--- src/hw/nnFormatPkg.sv ---
package nnFormatPkg;

	////////////////////////////////////////
	// Number format
	////////////////////////////////////////

	// Features, weights, products and sums all share one word width.
	localparam int dataWidth = 32;

	// Q13 fixed point.
	localparam int fracBits = 13;

	// Activation is sum bits 28 down to 13.
	localparam int actWidth = 16;

	////////////////////////////////////////
	// Layer shape
	////////////////////////////////////////

	localparam int numInputs = 15; // Features per vector.
	localparam int numNeurons = 8; // Rectifying nodes in the layer.

	// Wide enough to index every neuron.
	localparam int classWidth = 3;

	////////////////////////////////////////
	// Flow control
	////////////////////////////////////////

	// Vectors allowed between the loader and the output stream.
	// The collector buffer holds exactly this many.
	localparam int maxInFlight = 2;

endpackage

--- src/hw/featureLoader.sv ---
`timescale 1ns/1ps

module featureLoader (
	input logic clk,
	input logic reset,
	input logic [nnFormatPkg::dataWidth-1:0] featData,
	input logic featValid,
	input logic featLast,
	output logic featReady,
	input logic creditAvail,
	output logic [nnFormatPkg::numInputs-1:0][nnFormatPkg::dataWidth-1:0] vecData,
	output logic vecValid,
	output logic frameError
);
	import nnFormatPkg::*;

	localparam int countWidth = $clog2(numInputs);

	logic [countWidth-1:0] beatCount;
	logic vecFull; // A complete vector waits in the shift register.
	logic beatTaken;
	logic lastBeat;

	// Stall only while a finished vector has nowhere to go.
	assign featReady = !vecFull || creditAvail;
	assign vecValid = vecFull && creditAvail;

	assign beatTaken = featValid && featReady;
	assign lastBeat = beatCount == countWidth'(numInputs - 1);

	////////////////////////////////////////
	// Shift register
	////////////////////////////////////////

	// Newest beat enters at the top, so the first feature ends at index 0.
	// On an issue cycle the neurons sample the old contents at this edge.
	always_ff @(posedge clk)
	begin
		if (beatTaken)
			vecData <= {featData, vecData[numInputs-1:1]};
	end

	////////////////////////////////////////
	// Beat count and framing
	////////////////////////////////////////

	always_ff @(posedge clk)
	begin
		if (reset)
		begin
			beatCount <= '0;
			vecFull <= 1'b0;
			frameError <= 1'b0;
		end
		else
		begin
			if (vecValid)
				vecFull <= 1'b0;
			if (beatTaken)
			begin
				if (featLast != lastBeat)
					frameError <= 1'b1; // Sticky until reset.
				if (lastBeat)
				begin
					beatCount <= '0;
					vecFull <= 1'b1;
				end
				else
					beatCount <= beatCount + 1'b1;
			end
		end
	end

	// Credit is used up only by a vector issued here.
	assert property (@(posedge clk) disable iff (reset) $fell(creditAvail) |-> $past(vecValid));
	// A stalled beat stays on the bus until it is taken.
	assert property (@(posedge clk) disable iff (reset)
		featValid && !featReady |=> featValid && $stable({featData, featLast}));

endmodule

--- config.mk ---
export PLATFORM = sky130hd
export DESIGN_NAME = featureLoader
export DESIGN_NICKNAME = d
export VERILOG_FILES = /design/src/hw/nnFormatPkg.sv /design/src/hw/featureLoader.sv
export SDC_FILE = /design/constraint.sdc
export NUM_CORES = 1
export LEC_CHECK = 0
export ABC_AREA = 1
export BUFFER_PORTS_ARGS = -buffer_cell sky130_fd_sc_hd__buf_2
export CORE_MARGIN = 5
export CORE_UTILIZATION = 40
export CTS_BUF_LIST = sky130_fd_sc_hd__clkbuf_4
export CTS_CLUSTER_DIAMETER = 60
export CTS_CLUSTER_SIZE = 14
export DETAILED_ROUTE_END_ITERATION = 12
export GPL_ROUTABILITY_DRIVEN = 0
export PLACE_DENSITY_LB_ADDON = 0.2
export SYNTH_ARGS = -nofsm -noshare
export SYNTH_HDL_FRONTEND = slang
export SYNTH_SLANG_ARGS = --single-unit
--- constraint.sdc ---
create_clock -name clk -period 12.1 [get_ports clk]
set_input_delay 1.21 -clock clk [delete_from_list [all_inputs] [get_ports clk]]
set_output_delay 1.21 -clock clk [all_outputs]
set_load 0.005 [all_outputs]
; ---- Word-level counts from Yosys, hierarchy flattened
; Cells that the tools add are included.
[word_totals]
output_inout_bits = 483
register_bits = 486
[classes]
add_sub_neg = 1
eq_ne = 2
n_mux = 4
reduce_logical = 5
[op_table]
columns = cell, n
row1 = $add 4x1->4 const B, 1
row2 = $eq 4x4->1 const B, 1
row3 = $mux 4, 1
row4 = $mux 1, 3
row5 = $logic_and 1x1->1, 2
row6 = $reduce_and 2->1, 1
row7 = $logic_not 1->1, 1
row8 = $logic_or 1x1->1, 1
row9 = $ne 1x1->1, 1

; ---- Depth between registers and ports, before layout
[logic_depth]
ltp_word = 4
mapped_depth = 7
mapped_depth_nobuf = 7

; ---- Worst setup path after synthesis
; No wires, ideal clock.
[synth_path]
kind = input to register
startpoint = input creditAvail
endpoint = register beatCount[3]
required_time_ns = 11.977
cell_stages = 5
t_arrival_ns = 10.006
path_slack_ns = 1.972
cell_sequence = inv_2 a21boi_4 nand3_2 nand3_1 nor2_1
[synth_between]
elab_chain_len = 2
[synth_rtl]
columns = element, line
row1 = "start, declared", featureLoader.sv:10  ; input logic creditAvail,
row2 = $logic_or 1x1->1, featureLoader.sv:25  ; assign featReady = !vecFull || creditAvail;
row3 = $logic_and 1x1->1, featureLoader.sv:28  ; assign beatTaken = featValid && featReady;
row4 = net beatTaken, featureLoader.sv:21  ; logic beatTaken;
row5 = "end signal, assigned", featureLoader.sv:69  ; beatCount <= beatCount + 1'b1;
row6 = "end, declared", featureLoader.sv:19  ; logic [countWidth-1:0] beatCount;
; The timed path passes the listed nets, and every way through them passes these cells.
; A chain may end at the register's enable or synchronous reset.

; ---- Worst setup path in the final report
[layout_path]
startpoint = input featValid
endpoint = register vecData[202] (netlist name) (enable)
[layout_between]
elab_chain_len = 1
[layout_rtl]
columns = element, line
row1 = "start, declared", featureLoader.sv:7  ; input logic featValid,
row2 = $logic_and 1x1->1, featureLoader.sv:28
row3 = net beatTaken, featureLoader.sv:21
row4 = "end signal, assigned", featureLoader.sv:40  ; vecData <= {featData, vecData[numInputs-1:1]};
row5 = "end, declared", featureLoader.sv:11  ; output logic [nnFormatPkg::numInputs-1:0][nnFormatPkg::dataWidth-1:0] vecData,
; The timed path passes the listed nets, and every way through them passes these cells.

==> results.md <==
- The flow ran to the end, and the final reports show no timing, DRC or antenna violations.
- For this design the top-level I/O count stands at 520.
- The routed length on met2 is 17.3 mm.
- For this run, the number of Yosys warnings is 0.
- The setup fix buffers added after clock tree synthesis is 0.
- The aggregate negative setup slack is 0 ns.
- The worst path required time is 12.47 ns.
- Compared with the post-synthesis result, the final layout area differs by 25.1%.
- The total congestion overflow after global routing is 0.
- Wire segments on met3 add up to 2.64 mm in the final route.
- The maximum number of pins on one net before global-route repair is 191.
- The total count of hold-check failures in the final report is 0.
- The first-pass GRT wire length is 47.2 mm.
- The count of nets after finishing is 1131.
- For this run, the top clock speed supported by timing is 255 MHz.
- The number of antenna violations at the first check in global routing is 1.
- The actual slew at the worst max-slew pin is 1.10 ns.
- Summing all flip-flop and latch instances after layout gives 14500 um^2.
- The quantity of gates resized following cts is 0.
- Averaged over all synthesized cells, the footprint is 28.0 um^2.
- In the routed layout, each cell is associated on average with a via count of 4.49.
- The number of input and output port buffers inserted is 519.
- The count of vias placed by the detailed router is 7090.
- The count of final max-slew check failures was 0.
- The maximum fanout along the worst path is 190.
- The clock network power share is 24.6%.
- The met1 wire length is 11.7 mm.
- In this run, flip-flops and latches consume 69.9% of the power.
- The total clock buffers created by CTS is 42.
- For the worst-skew pair, the clock arrives at the later sink with an insertion delay of 0.75 ns.
- The final wirelength is 32.4 mm.
- The highest metal layer carrying signal wires in the routed design is met4.
- In the layout the commonest cells are sky130_fd_sc_hd__buf_2 (519), sky130_fd_sc_hd__edfxtp_1 (480), sky130_fd_sc_hd__clkbuf_4 (52), sky130_fd_sc_hd__nand2_1 (10), sky130_fd_sc_hd__dfxtp_1 (6).
- The slack of the worst reg-to-reg path is 8.38 ns.
- Setup violations remaining at the end of the flow were counted as 0.
- Cell internal power was estimated by the tool at 2.25 mW.
- The smallest clock period supported by the final layout is computed as 3.93 ns.
- The maximum clock skew at final layout is 0.0280 ns.
- Before antenna repair, the detailed router went through 4 iterations.
- The leakage power is 7.19 nW.
- The setup path with the least slack is of type primary input to flip-flop.
- Total power for the finished layout comes to 2.87 mW.
- The largest buffer count on any clock path is 3.
- The standard-cell row count is 70.
- The number of sinks on the clock net is 486.
- The die is 202 um tall.
- The floorplan step defined a die boundary enclosing 40800 um^2.
- The clock tree synthesis step divided the H-tree into 2 levels.
- The area of all placed cells without fillers is 18400 um^2.
- The via count of the first global-routing pass is 7277.
- Of the available clock period, the critical path in the final layout requires 32.5%.
- The portion of total power attributed to combinational logic is 5.6%.
- Counting the fill cells in the layout gives 3042.
- The number of synthesized register bits is 486.
- The clock root buffer master is sky130_fd_sc_hd__clkbuf_4.
- The min-delay analysis places its worst path in the category flip-flop to flip-flop.
- Clock-pin slew was measured on the worst setup and hold paths at 0.14 ns.
- Dividing total power by cell area gives a power density of 156 nW/um^2.
- In this run the cell area of the synthesized design comes to 14700 um^2.
- The category of the worst setup path capture point is a flip-flop.
- In this run switching power makes up 21.6% of total power.
- After detailed placement, the total cell area comes to 18000 um^2.
- The placed wire-length estimate is 23.7 mm.
- The post-synth net total is 563.
- Of the cells placed in the final design, the portion with a size suffix greater than 1 is 53.4%.
- The maximum VDD drop is 0.0968 mV.
- The count of unique library cells instantiated by Yosys is 17.
- STA puts the critical path data arrival time at 4.30 ns.
- The reported max-cap violation count is 0.
- The core region is 36500 um^2.
- The detail-routed net length per standard cell is 20.5 um.
- The net switching power is 0.620 mW.
- Once detail routing completed, the nets flagged for antenna violations numbered 0.
- The synthesized netlist cell count is 526.
- The DRC violation count after routing is 0.
- The die span in x is 202 um.
- The relative max-transition margin is 26.8%.
- TritonCTS built the clock tree.
- Leaving out fill and tap cells, the most frequent cell in the layout is sky130_fd_sc_hd__buf_2.
- For this configuration, the core starts out at a cell density of 40.4%.
- The number of DRC markers in iteration 0 is 412.
- The global routing usage summed across all routing layers is 15.2%.
- The multi-input gate area in the final layout is 178 um^2.
- The launching element type of the critical path is a primary input.
- Buffers inserted to repair hold after CTS numbered 0.
- Of the synthesized area, sequential elements account for 98.6%.
- Setup repair after global routing left no endpoint under its margin.
## layer usage
metal	GRT usage (%)	vias to the layer above
met5	0	-
met4	4.76	0
met3	5.37	53
met2	27.3	281
met1	17.1	3512
li1	-	3244
## worst max-delay path: stages
cell and delay [ns]:
sky130_fd_sc_hd__buf_2 0.12, sky130_fd_sc_hd__a21boi_4 0.22, sky130_fd_sc_hd__buf_12 0.59, sky130_fd_sc_hd__buf_4 0.94, sky130_fd_sc_hd__buf_4 0.89
## state kept, by name, indices dropped and copies added (netlist names)
signal,cells
vecFull,1
beatCount,4
vecData,480
frameError,1
## per-stage QoR
| step | hold WS [ns] | util [%] | setup WS (ns) | instances |
|---|---|---|---|---|
| 6_report | 0.440 | 50.5 | 8.17 | 1578 |
| 5_1_grt | 0.449 | 50.5 | 8.06 | 1576 |
| 4_1_cts | 0.449 | 50.5 | 8.37 | 1575 |
| 3_5_place_dp | 0.427 | 49.2 | 7.49 | 1518 |
| 3_3_place_gp | 0.424 | 49.2 | 7.56 | 1518 |
| 2_1_floorplan | 0.451 | - | 1.97 | 526 |
## cell usage after synthesis (all sizes together)
cell type	number	area, um^2
xor2	1	8.76
o21ai	2	10.0
dfxtp	6	120
a21oi	5	28.8
inv	8	30.0
clkinv	1	3.75
nor2	5	26.3
edfxtp	480	14400
a21boi	1	18.8
nand3	5	35.0
nand2	12	50.1
## cell families (layout without fill, tap and decap cells)
family                 count (synthesis)  in the layout  synth area share [%]
AO/OA/AOI/OAI                          8              8                 0.390
AND/OR/NAND/NOR                       22             22                 0.755
other                                  0              3                     0
XOR/XNOR                               1              1                0.0594
flip-flops                           486            486                  98.6
buffers and inverters                  9            590                 0.229
## cell type report
type | count | area share [%]
Tap cell | 468 | 3.18
Clock buffer | 52 | 2.12
Clock inverter | 5 | 0.360
Sequential cell | 486 | 78.8
Inverter | 9 | 0.183
Timing Repair Buffer | 524 | 14.4
Antenna cell | 3 | 0.0407
Multi-Input combinational cell | 31 | 0.963
## power by group through the flow
stage	clock, mW	sequential (mW)	combinational (mW)
after CTS	0.746	2.01	0.165
after global placement	0	2.04	0.165
after detailed placement	0	2.05	0.165
final	0.705	2.01	0.159
after global routing	0.816	2.02	0.171
after floorplan	0	2.07	0.0253
## final timing paths
kind	from	end	cells after the start
worst max-delay path	featValid	vecData[202]$_DFFE_PP_	5
worst min-delay path	vecData[202]$_DFFE_PP_	vecData[170]$_DFFE_PP_	0
worst max register to register	vecFull$_SDFF_PP0_	vecData[202]$_DFFE_PP_	4
worst min register to register	vecData[202]$_DFFE_PP_	vecData[170]$_DFFE_PP_	0
Power figures use the tool's default switching activity.
