### config.mk
export PLATFORM = sky130hd
export DESIGN_NAME = activationCollector
export DESIGN_NICKNAME = d
export VERILOG_FILES = /design/src/hw/nnFormatPkg.sv /design/src/hw/activationCollector.sv
export SDC_FILE = /design/constraint.sdc
export NUM_CORES = 1
export LEC_CHECK = 0
export ABC_AREA = 1
export BUFFER_PORTS_ARGS = -buffer_cell sky130_fd_sc_hd__buf_2
export CORE_UTILIZATION = 64
export CTS_CLUSTER_SIZE = 20
export DETAILED_ROUTE_END_ITERATION = 6
export HOLD_SLACK_MARGIN = 0.08
export PLACE_DENSITY = 0.86
export SLEW_MARGIN = 0
export SYNTH_ARGS = -nofsm -noshare
export SYNTH_HDL_FRONTEND = slang
export SYNTH_SLANG_ARGS = --single-unit
### constraint.sdc
create_clock -name clk -period 34.7 [get_ports clk]
set_clock_uncertainty 0.2 [all_clocks]
set_input_delay 6.94 -clock clk [delete_from_list [all_inputs] [get_ports clk]]
set_output_delay 6.94 -clock clk [all_outputs]
set_load 0.05 [all_outputs]
### src/hw/nnFormatPkg.sv
package nnFormatPkg;

	////////////////////////////////////////
	// Number format
	////////////////////////////////////////

	// Features, weights, products and sums all share one word width.
	localparam int dataWidth = 32;

	// Q13 fixed point.
	localparam int fracBits = 13;

	// Activation is sum bits 28 down to 13.
	localparam int actWidth = 16;

	////////////////////////////////////////
	// Layer shape
	////////////////////////////////////////

	localparam int numInputs = 15; // Features per vector.
	localparam int numNeurons = 8; // Rectifying nodes in the layer.

	// Wide enough to index every neuron.
	localparam int classWidth = 3;

	////////////////////////////////////////
	// Flow control
	////////////////////////////////////////

	// Vectors allowed between the loader and the output stream.
	// The collector buffer holds exactly this many.
	localparam int maxInFlight = 2;

endpackage

### src/hw/activationCollector.sv
`timescale 1ns/1ps

module activationCollector (
	input logic clk,
	input logic reset,
	input logic vecValid,
	input logic [nnFormatPkg::numNeurons-1:0][nnFormatPkg::actWidth-1:0] actData,
	input logic [nnFormatPkg::numNeurons-1:0] actValid,
	output logic creditAvail,
	output logic [nnFormatPkg::actWidth-1:0] outData,
	output logic [nnFormatPkg::classWidth-1:0] outIndex,
	output logic [nnFormatPkg::classWidth-1:0] outClass,
	output logic outLast,
	output logic outValid,
	input logic outReady
);
	import nnFormatPkg::*;

	localparam int flightWidth = $clog2(maxInFlight + 1);

	logic [flightWidth-1:0] inFlight;
	logic [numNeurons-1:0][actWidth-1:0] actBuf [maxInFlight];
	logic [classWidth-1:0] classBuf [maxInFlight];
	logic [maxInFlight-1:0] entryValid;
	logic wrPtr;
	logic rdPtr;
	logic [classWidth-1:0] beatIdx;
	logic [actWidth-1:0] bestAct;
	logic [classWidth-1:0] bestIdx;
	logic capture;
	logic beatDone;
	logic frameDone;

	assign capture = actValid[0]; // All neurons run in lockstep.
	assign beatDone = outValid && outReady;
	assign frameDone = beatDone && outLast;

	assign creditAvail = inFlight < flightWidth'(maxInFlight);

	////////////////////////////////////////
	// Credits
	////////////////////////////////////////

	always_ff @(posedge clk)
	begin
		if (reset)
			inFlight <= '0;
		else
		begin
			case ({vecValid, frameDone})
				2'b10: inFlight <= inFlight + 1'b1;
				2'b01: inFlight <= inFlight - 1'b1;
				default: inFlight <= inFlight;
			endcase
		end
	end

	////////////////////////////////////////
	// Capture and class search
	////////////////////////////////////////

	// Strict compare, so the lowest index keeps a tie.
	always_comb
	begin
		bestAct = actData[0];
		bestIdx = '0;
		for (int i = 1; i < numNeurons; i++)
		begin
			if (actData[i] > bestAct)
			begin
				bestAct = actData[i];
				bestIdx = classWidth'(i);
			end
		end
	end

	always_ff @(posedge clk)
	begin
		if (capture)
		begin
			actBuf[wrPtr] <= actData;
			classBuf[wrPtr] <= bestIdx;
		end
	end

	////////////////////////////////////////
	// Output stream
	////////////////////////////////////////

	assign outValid = entryValid[rdPtr];
	assign outData = actBuf[rdPtr][beatIdx];
	assign outIndex = beatIdx;
	assign outClass = classBuf[rdPtr];
	assign outLast = beatIdx == classWidth'(numNeurons - 1);

	always_ff @(posedge clk)
	begin
		if (reset)
		begin
			entryValid <= '0;
			wrPtr <= 1'b0;
			rdPtr <= 1'b0;
			beatIdx <= '0;
		end
		else
		begin
			if (capture)
			begin
				entryValid[wrPtr] <= 1'b1;
				wrPtr <= ~wrPtr;
			end
			if (frameDone)
			begin
				entryValid[rdPtr] <= 1'b0; // Slot is free again.
				rdPtr <= ~rdPtr;
				beatIdx <= '0;
			end
			else if (beatDone)
				beatIdx <= beatIdx + 1'b1;
		end
	end

	// The neurons fire together, and credits keep a slot free for each result.
	assert property (@(posedge clk) disable iff (reset)
		(actValid == '0) || (actValid == '1));
	assert property (@(posedge clk) disable iff (reset) capture |-> !entryValid[wrPtr]);

endmodule

======== Yosys cells after proc, flatten, opt, wreduce, memory -nomap -nowiden ========
Memories as Yosys holds them, arrays and structs flattened. A register that Yosys moved wholly into a read port is not among the register bits.
Index checks and enable logic that the tools add are counted.
word-level totals
  bits in registers ....................... 9
  latch bits .............................. 0
  RAM bits ................................ 262
  bits in read-only memories .............. 0
  bits of input ports ..................... 140
  output and inout bits ................... 25
  logic and storage cells ................. 68
  memories kept ........................... 2
memory list
  name      words  bits a word  read ports  clocked after memory_dff  wr ports  RTL line                   text
  actBuf    2      128          1           1                         1         activationCollector.sv:22  logic [numNeurons-1:0][actWidth-1:0] actBuf [maxInFlight];
  classBuf  2      3            1           1                         1         activationCollector.sv:23  logic [classWidth-1:0] classBuf [maxInFlight];
operators by class
  add/subtract/negate cells ............... 3
  $mul .................................... 0
  divide/modulo/power cells ............... 0
  magnitude comparators ................... 13
  eq/ne operators ......................... 3
  shift-type cells ........................ 0
  muxes and demuxes ....................... 31
  bitwise gates (word level) .............. 5
  reduce and logical (&&, ||, !) cells .... 6
operators with widths
  operator               count
  $gt A16 B16 Y1         7
  $mux W16               7
  $bmux W16 S3           1
  $mux W3                6
  $mux W1                11
  $mux W2                3
  $logic_and A1 B1 Y1    4
  $lt A1 B2 Y1 const B   2
  $lt A3 B4 Y1 const B   1
  $pmux W2 S2            1
  $add A3 B1 Y3 const B  1
  $eq A3 B3 Y1 const B   1
  $add A2 B1 Y2 const B  1
  $and A2 B2 Y2          1
  $demux W1 S1           2
  $eq A2 B1 Y1 const B   1
  $eq A2 B2 Y1 const B   1
  $ge A1 B1 Y1 const B   2
  $lt A2 B2 Y1 const B   1
  $not A1 Y1             2
  $not A2 Y2             1
  $or A2 B2 Y2           1
  $reduce_bool A2 Y1     1
  $reduce_or A2 Y1       1
  $sub A2 B1 Y2 const B  1

======== Depth between registers and ports, before layout ========
  depth in word-level cells ............... 14
  depth in mapped cells ................... 89
  gate-level depth less buffers ........... 84

======== Least setup slack after synthesis ========
No wires, ideal clock.
  path type ............................... in2reg
  from .................................... input port actData[11] (netlist name)
  to ...................................... memory classBuf[0][2], data pin
  setup time .............................. 0.277 ns
  arrival time ............................ 16.795 ns
  data required time ...................... 34.223 ns
  path slack .............................. 17.429 ns
  cell stages on the path ................. 71
  path buffers ............................ 6
  cell sequence ........................... inv_1 -> ha_1 -> a21oi_1 -> nand2_1 -> a21oi_1 -> nand2_2 -> nand2_2 -> clkbuf_1 -> nand2_1 -> o21ai_0 -> ha_1 -> nand2_1 -> inv_1 -> nand3_1 -> a31oi_1 -> a2111oi_0 -> nand2_2 -> nand2_4 -> (+35 left out) -> o21ai_0 -> a221o_1 -> a21oi_1 -> o21ai_0 -> nand2_1 -> clkbuf_1 -> or2_2 -> nand2_1 -> ha_1 -> a21oi_1 -> nand3b_1 -> a21oi_1 -> a2111oi_0 -> o31ai_1 -> o41ai_1 -> nand2_1 -> inv_1 -> nand3_1
between the ends
  word-level cells in the longest chain between the ends .. 14
  elaborated cells between the ends (all ways) .. 18
  classes of those cells .................. order compare (7); mux (11)
ends and longest elaborated chain
  element          RTL line                   text
  start, declared  activationCollector.sv:7   input logic [nnFormatPkg::numNeurons-1:0][nnFormatPkg::actWidth-1:0] actData,
  $gt A16 B16 Y1   activationCollector.sv:69  if (actData[i] > bestAct)
  $mux W16 *       activationCollector.sv:69
  $gt A16 B16 Y1   activationCollector.sv:69
  $mux W16 *       activationCollector.sv:69
  $gt A16 B16 Y1   activationCollector.sv:69
  $mux W16         activationCollector.sv:69
  $gt A16 B16 Y1   activationCollector.sv:69
  $mux W16         activationCollector.sv:69
  $gt A16 B16 Y1   activationCollector.sv:69
  $mux W16         activationCollector.sv:69
  $gt A16 B16 Y1   activationCollector.sv:69
  $mux W16         activationCollector.sv:69
  $gt A16 B16 Y1   activationCollector.sv:69
  $mux W3 *        activationCollector.sv:69
  via bestIdx[2]   activationCollector.sv:29  logic [classWidth-1:0] bestIdx;
  end, declared    activationCollector.sv:23
The timed path passes the listed nets; every way through them passes the cells marked *.

======== Final worst setup path ========
  from .................................... input port actData[15] (netlist name)
  to ...................................... memory classBuf[0][2], data pin
Same word-level chain as after synthesis.

==> out/metrics.cfg <==
[outcome]
status=complete, no violations

[pwr]
cellPowerDensity_mw_per_mm2=66.9
intPower_w=0.000714
switchingPower_w=0.000396
clkPwrFrac_pct=27.3
netSwitchingFraction_pct=35.7
peakVddDrop_mv=0.0564
comb_power_share_pct=37.6
leakagePower_nw=6.75
pwr-share-seq_pct=35.1

[cells_and_area]
drive_above_1_share_pct=16.4
area_growth_pct=12.9
fin_nets=1773
fillers=1487

[timing]
fin_crit_sh_pct=60.7
fin_worst_hold_slack_ns=0.303
rsz0062_at_grt=false
fmax_mhz=47.5
max_slew_margin_pct=29.5
worst_pin_slew_ns=1.06
finalSetupViolCount=0
maxSlewViolCount=0
hold_viol=0
fin_crit_ns=21.06
fin_tns_setup_ns=0

[clock_network]
clock-sinks=272
cts_tree=done
cts_hold_buffers=0
clock_latency_ns=0.54
clock_path_buffers=3
post-cts-setup-buffer-count=0
post_cts_resized=0
path_clk_slew_ns=0.06
htree_num_levels=1
cts_buffers=28
root_buffer=clkbuf_16

[min_path]
hold_depth=2
hold_start=entryValid[1]
hold_class=reg -> reg
hold_end=entryValid[1]

[yosys]
synth-main-ff-cell=edfxtp_1
synth_cells=1390
yosysSeqAreaShare_pct=54.9
syn_nets=1641
synth_edf_count=262
yosys-top-cells-area=edfxtp_1, ha_1, nand2_1
yosysMostFrequentCell=edfxtp_1
syn_area_per_cell_um2=10.6
synth_top_area_share_pct=53.5
synth_seq_cells=272
synth_area_mm2=0.0147
synth_largest_area_cell=edfxtp_1
synth_warnings=0
synth.distinct_cells=45
synth_common_cells=edfxtp_1, nand2_1, inv_1
synthArstFlopShare_pct=0

[floorplan]
num_rows=55
fp.coreArea_mm2=0.0226
ios=165
start_util_pct=65.1
die_h_um=154
die_w_um=154
die-area_mm2=0.0236

[routing]
antenna_left=0
drtIter0Drc=1289
drt_wl_total_mm=39.0
post_drt_wl_per_cell_um=21.2
dr.pass1.iters=5
via_count=11500
via_per_inst=6.29
route.detailed.drc=0

[critical_path]
required_ns=34.77
reg2reg_slack_ns=31.98
crit_start=actData[15]
reg2reg_to=inFlight[1]
reg2reg_from=outIndex[0]
r2r_cells=10
critPathMaxStageDelay_ns=0.67
endpoint_kind=flip-flop
path_common_cell=nand2_1
crit_type=in -> reg
critPathArrivalTime_ns=21.13
setup.worst_path.start_class=primary input
cp_max_fo=34
worst_path_max_delay_cell=a2111oi_0

[grt]
grt_pass1_vias=10900
track_usage_pct=33.3
grt_antenna_before_repair=7
grt_overflow_total=0
grt_pass1_wl_mm=59.7
grt_max_degree=78

[place]
portBuffers=157
dp_hpwl_mm=26.6
place.gp.congestion=0.932

[flow_run]
cap_violations=0

worst max-delay path: cells and delay by family:
kind / cells / cell delay [ns]
compound gates: 18 / 4.80
fa+ha+maj: 7 / 2.17
buf+inv: 6 / 0.59
simple gates: 28 / 6.58
state kept, by name, summed over array words and instances (netlist names), named ones only:
signal      flops
rdPtr           1
outIndex        3
wrPtr           1
actBuf        256
entryValid      2
classBuf        6
inFlight        2
power groups by stage:
stage	clock network (W)	registers, W	logic [W]
2_1_floorplan	0	0.000398	0.000304
3_3_place_gp	0	0.000396	0.000383
3_5_place_dp	0	0.000397	0.000404
4_1_cts	0.000303	0.000390	0.000410
5_1_grt	0.000317	0.000392	0.000467
6_report	0.000303	0.000390	0.000417
cells by family (layout without fill, tap and decap cells):
family          Yosys count  count (layout)  synth area share (%)
xor+xnor                  1               1                0.0596
buf+inv                 212             366                  5.51
compound gates          339             339                  13.3
other cells               0               5                     0
flops                   272             272                  54.9
simple gates            388             388                  12.2
fa+ha+maj               111             111                  9.45
mux                      67              67                  4.59
through the flow:
step | std cells | area [um2] | power (W) | worst slack [ns] | util, %
global route | 1831 | 16600 | 0.00118 | 12.71 | 73.5
finish | 1834 | 16600 | 0.00111 | 13.64 | 73.5
floorplan | 1390 | 14700 | 0.000702 | 17.43 | -
detailed placement | 1777 | 15700 | 0.000801 | 13.71 | 69.4
global placement | 1777 | 15700 | 0.000779 | 14.08 | 69.4
CTS | 1829 | 16600 | 0.00110 | 14.14 | 73.5
how the worst max path moves through the flow:
stage / slack [ns] / end / cells after the start
CTS: 14.14 / classBuf[0][2] / 61
floorplan: 17.43 / classBuf[0][2] / 71
global route: 12.71 / classBuf[0][2] / 61
finish: 13.64 / classBuf[0][2] / 59
detailed placement: 13.71 / classBuf[0][2] / 63
global placement: 14.08 / classBuf[0][2] / 59
area by class of cell:
cell class / count / area (um2) / share of cell area, %
antenna: 5 / 12.5 / 0.0754
clock inverter: 19 / 180 / 1.09
multi-input combinational: 906 / 5820 / 35.1
inverter: 149 / 562 / 3.39
sequential: 272 / 8070 / 48.7
clock buffer: 33 / 741 / 4.46
timing repair buffer: 165 / 846 / 5.10
tap: 285 / 357 / 2.15
layout by cell type (no fill, tap or decap), types with 8 or more instances in the layout:
cell,instances
a21oi_1,103
and2_1,16
buf_2,157
buf_4,8
clkbuf_16,29
clkinv_1,12
edfxtp_1,262
ha_1,111
inv_1,143
mux2i_1,64
nand2_1,206
nand2_2,15
nand3_1,77
nand4_1,16
nor2_1,25
o211ai_1,64
o21ai_0,138
or2_2,15
metal layers:
layer	track usage (%)	share of wire [%]	vias to the layer above
met5	0	0.074	-
met3	6.31	11	126
met2	52.7	46	683
li1	-	-	5283
met4	13.9	4.2	4
met1	45.5	39	5436
Power figures use the tool's default switching activity.
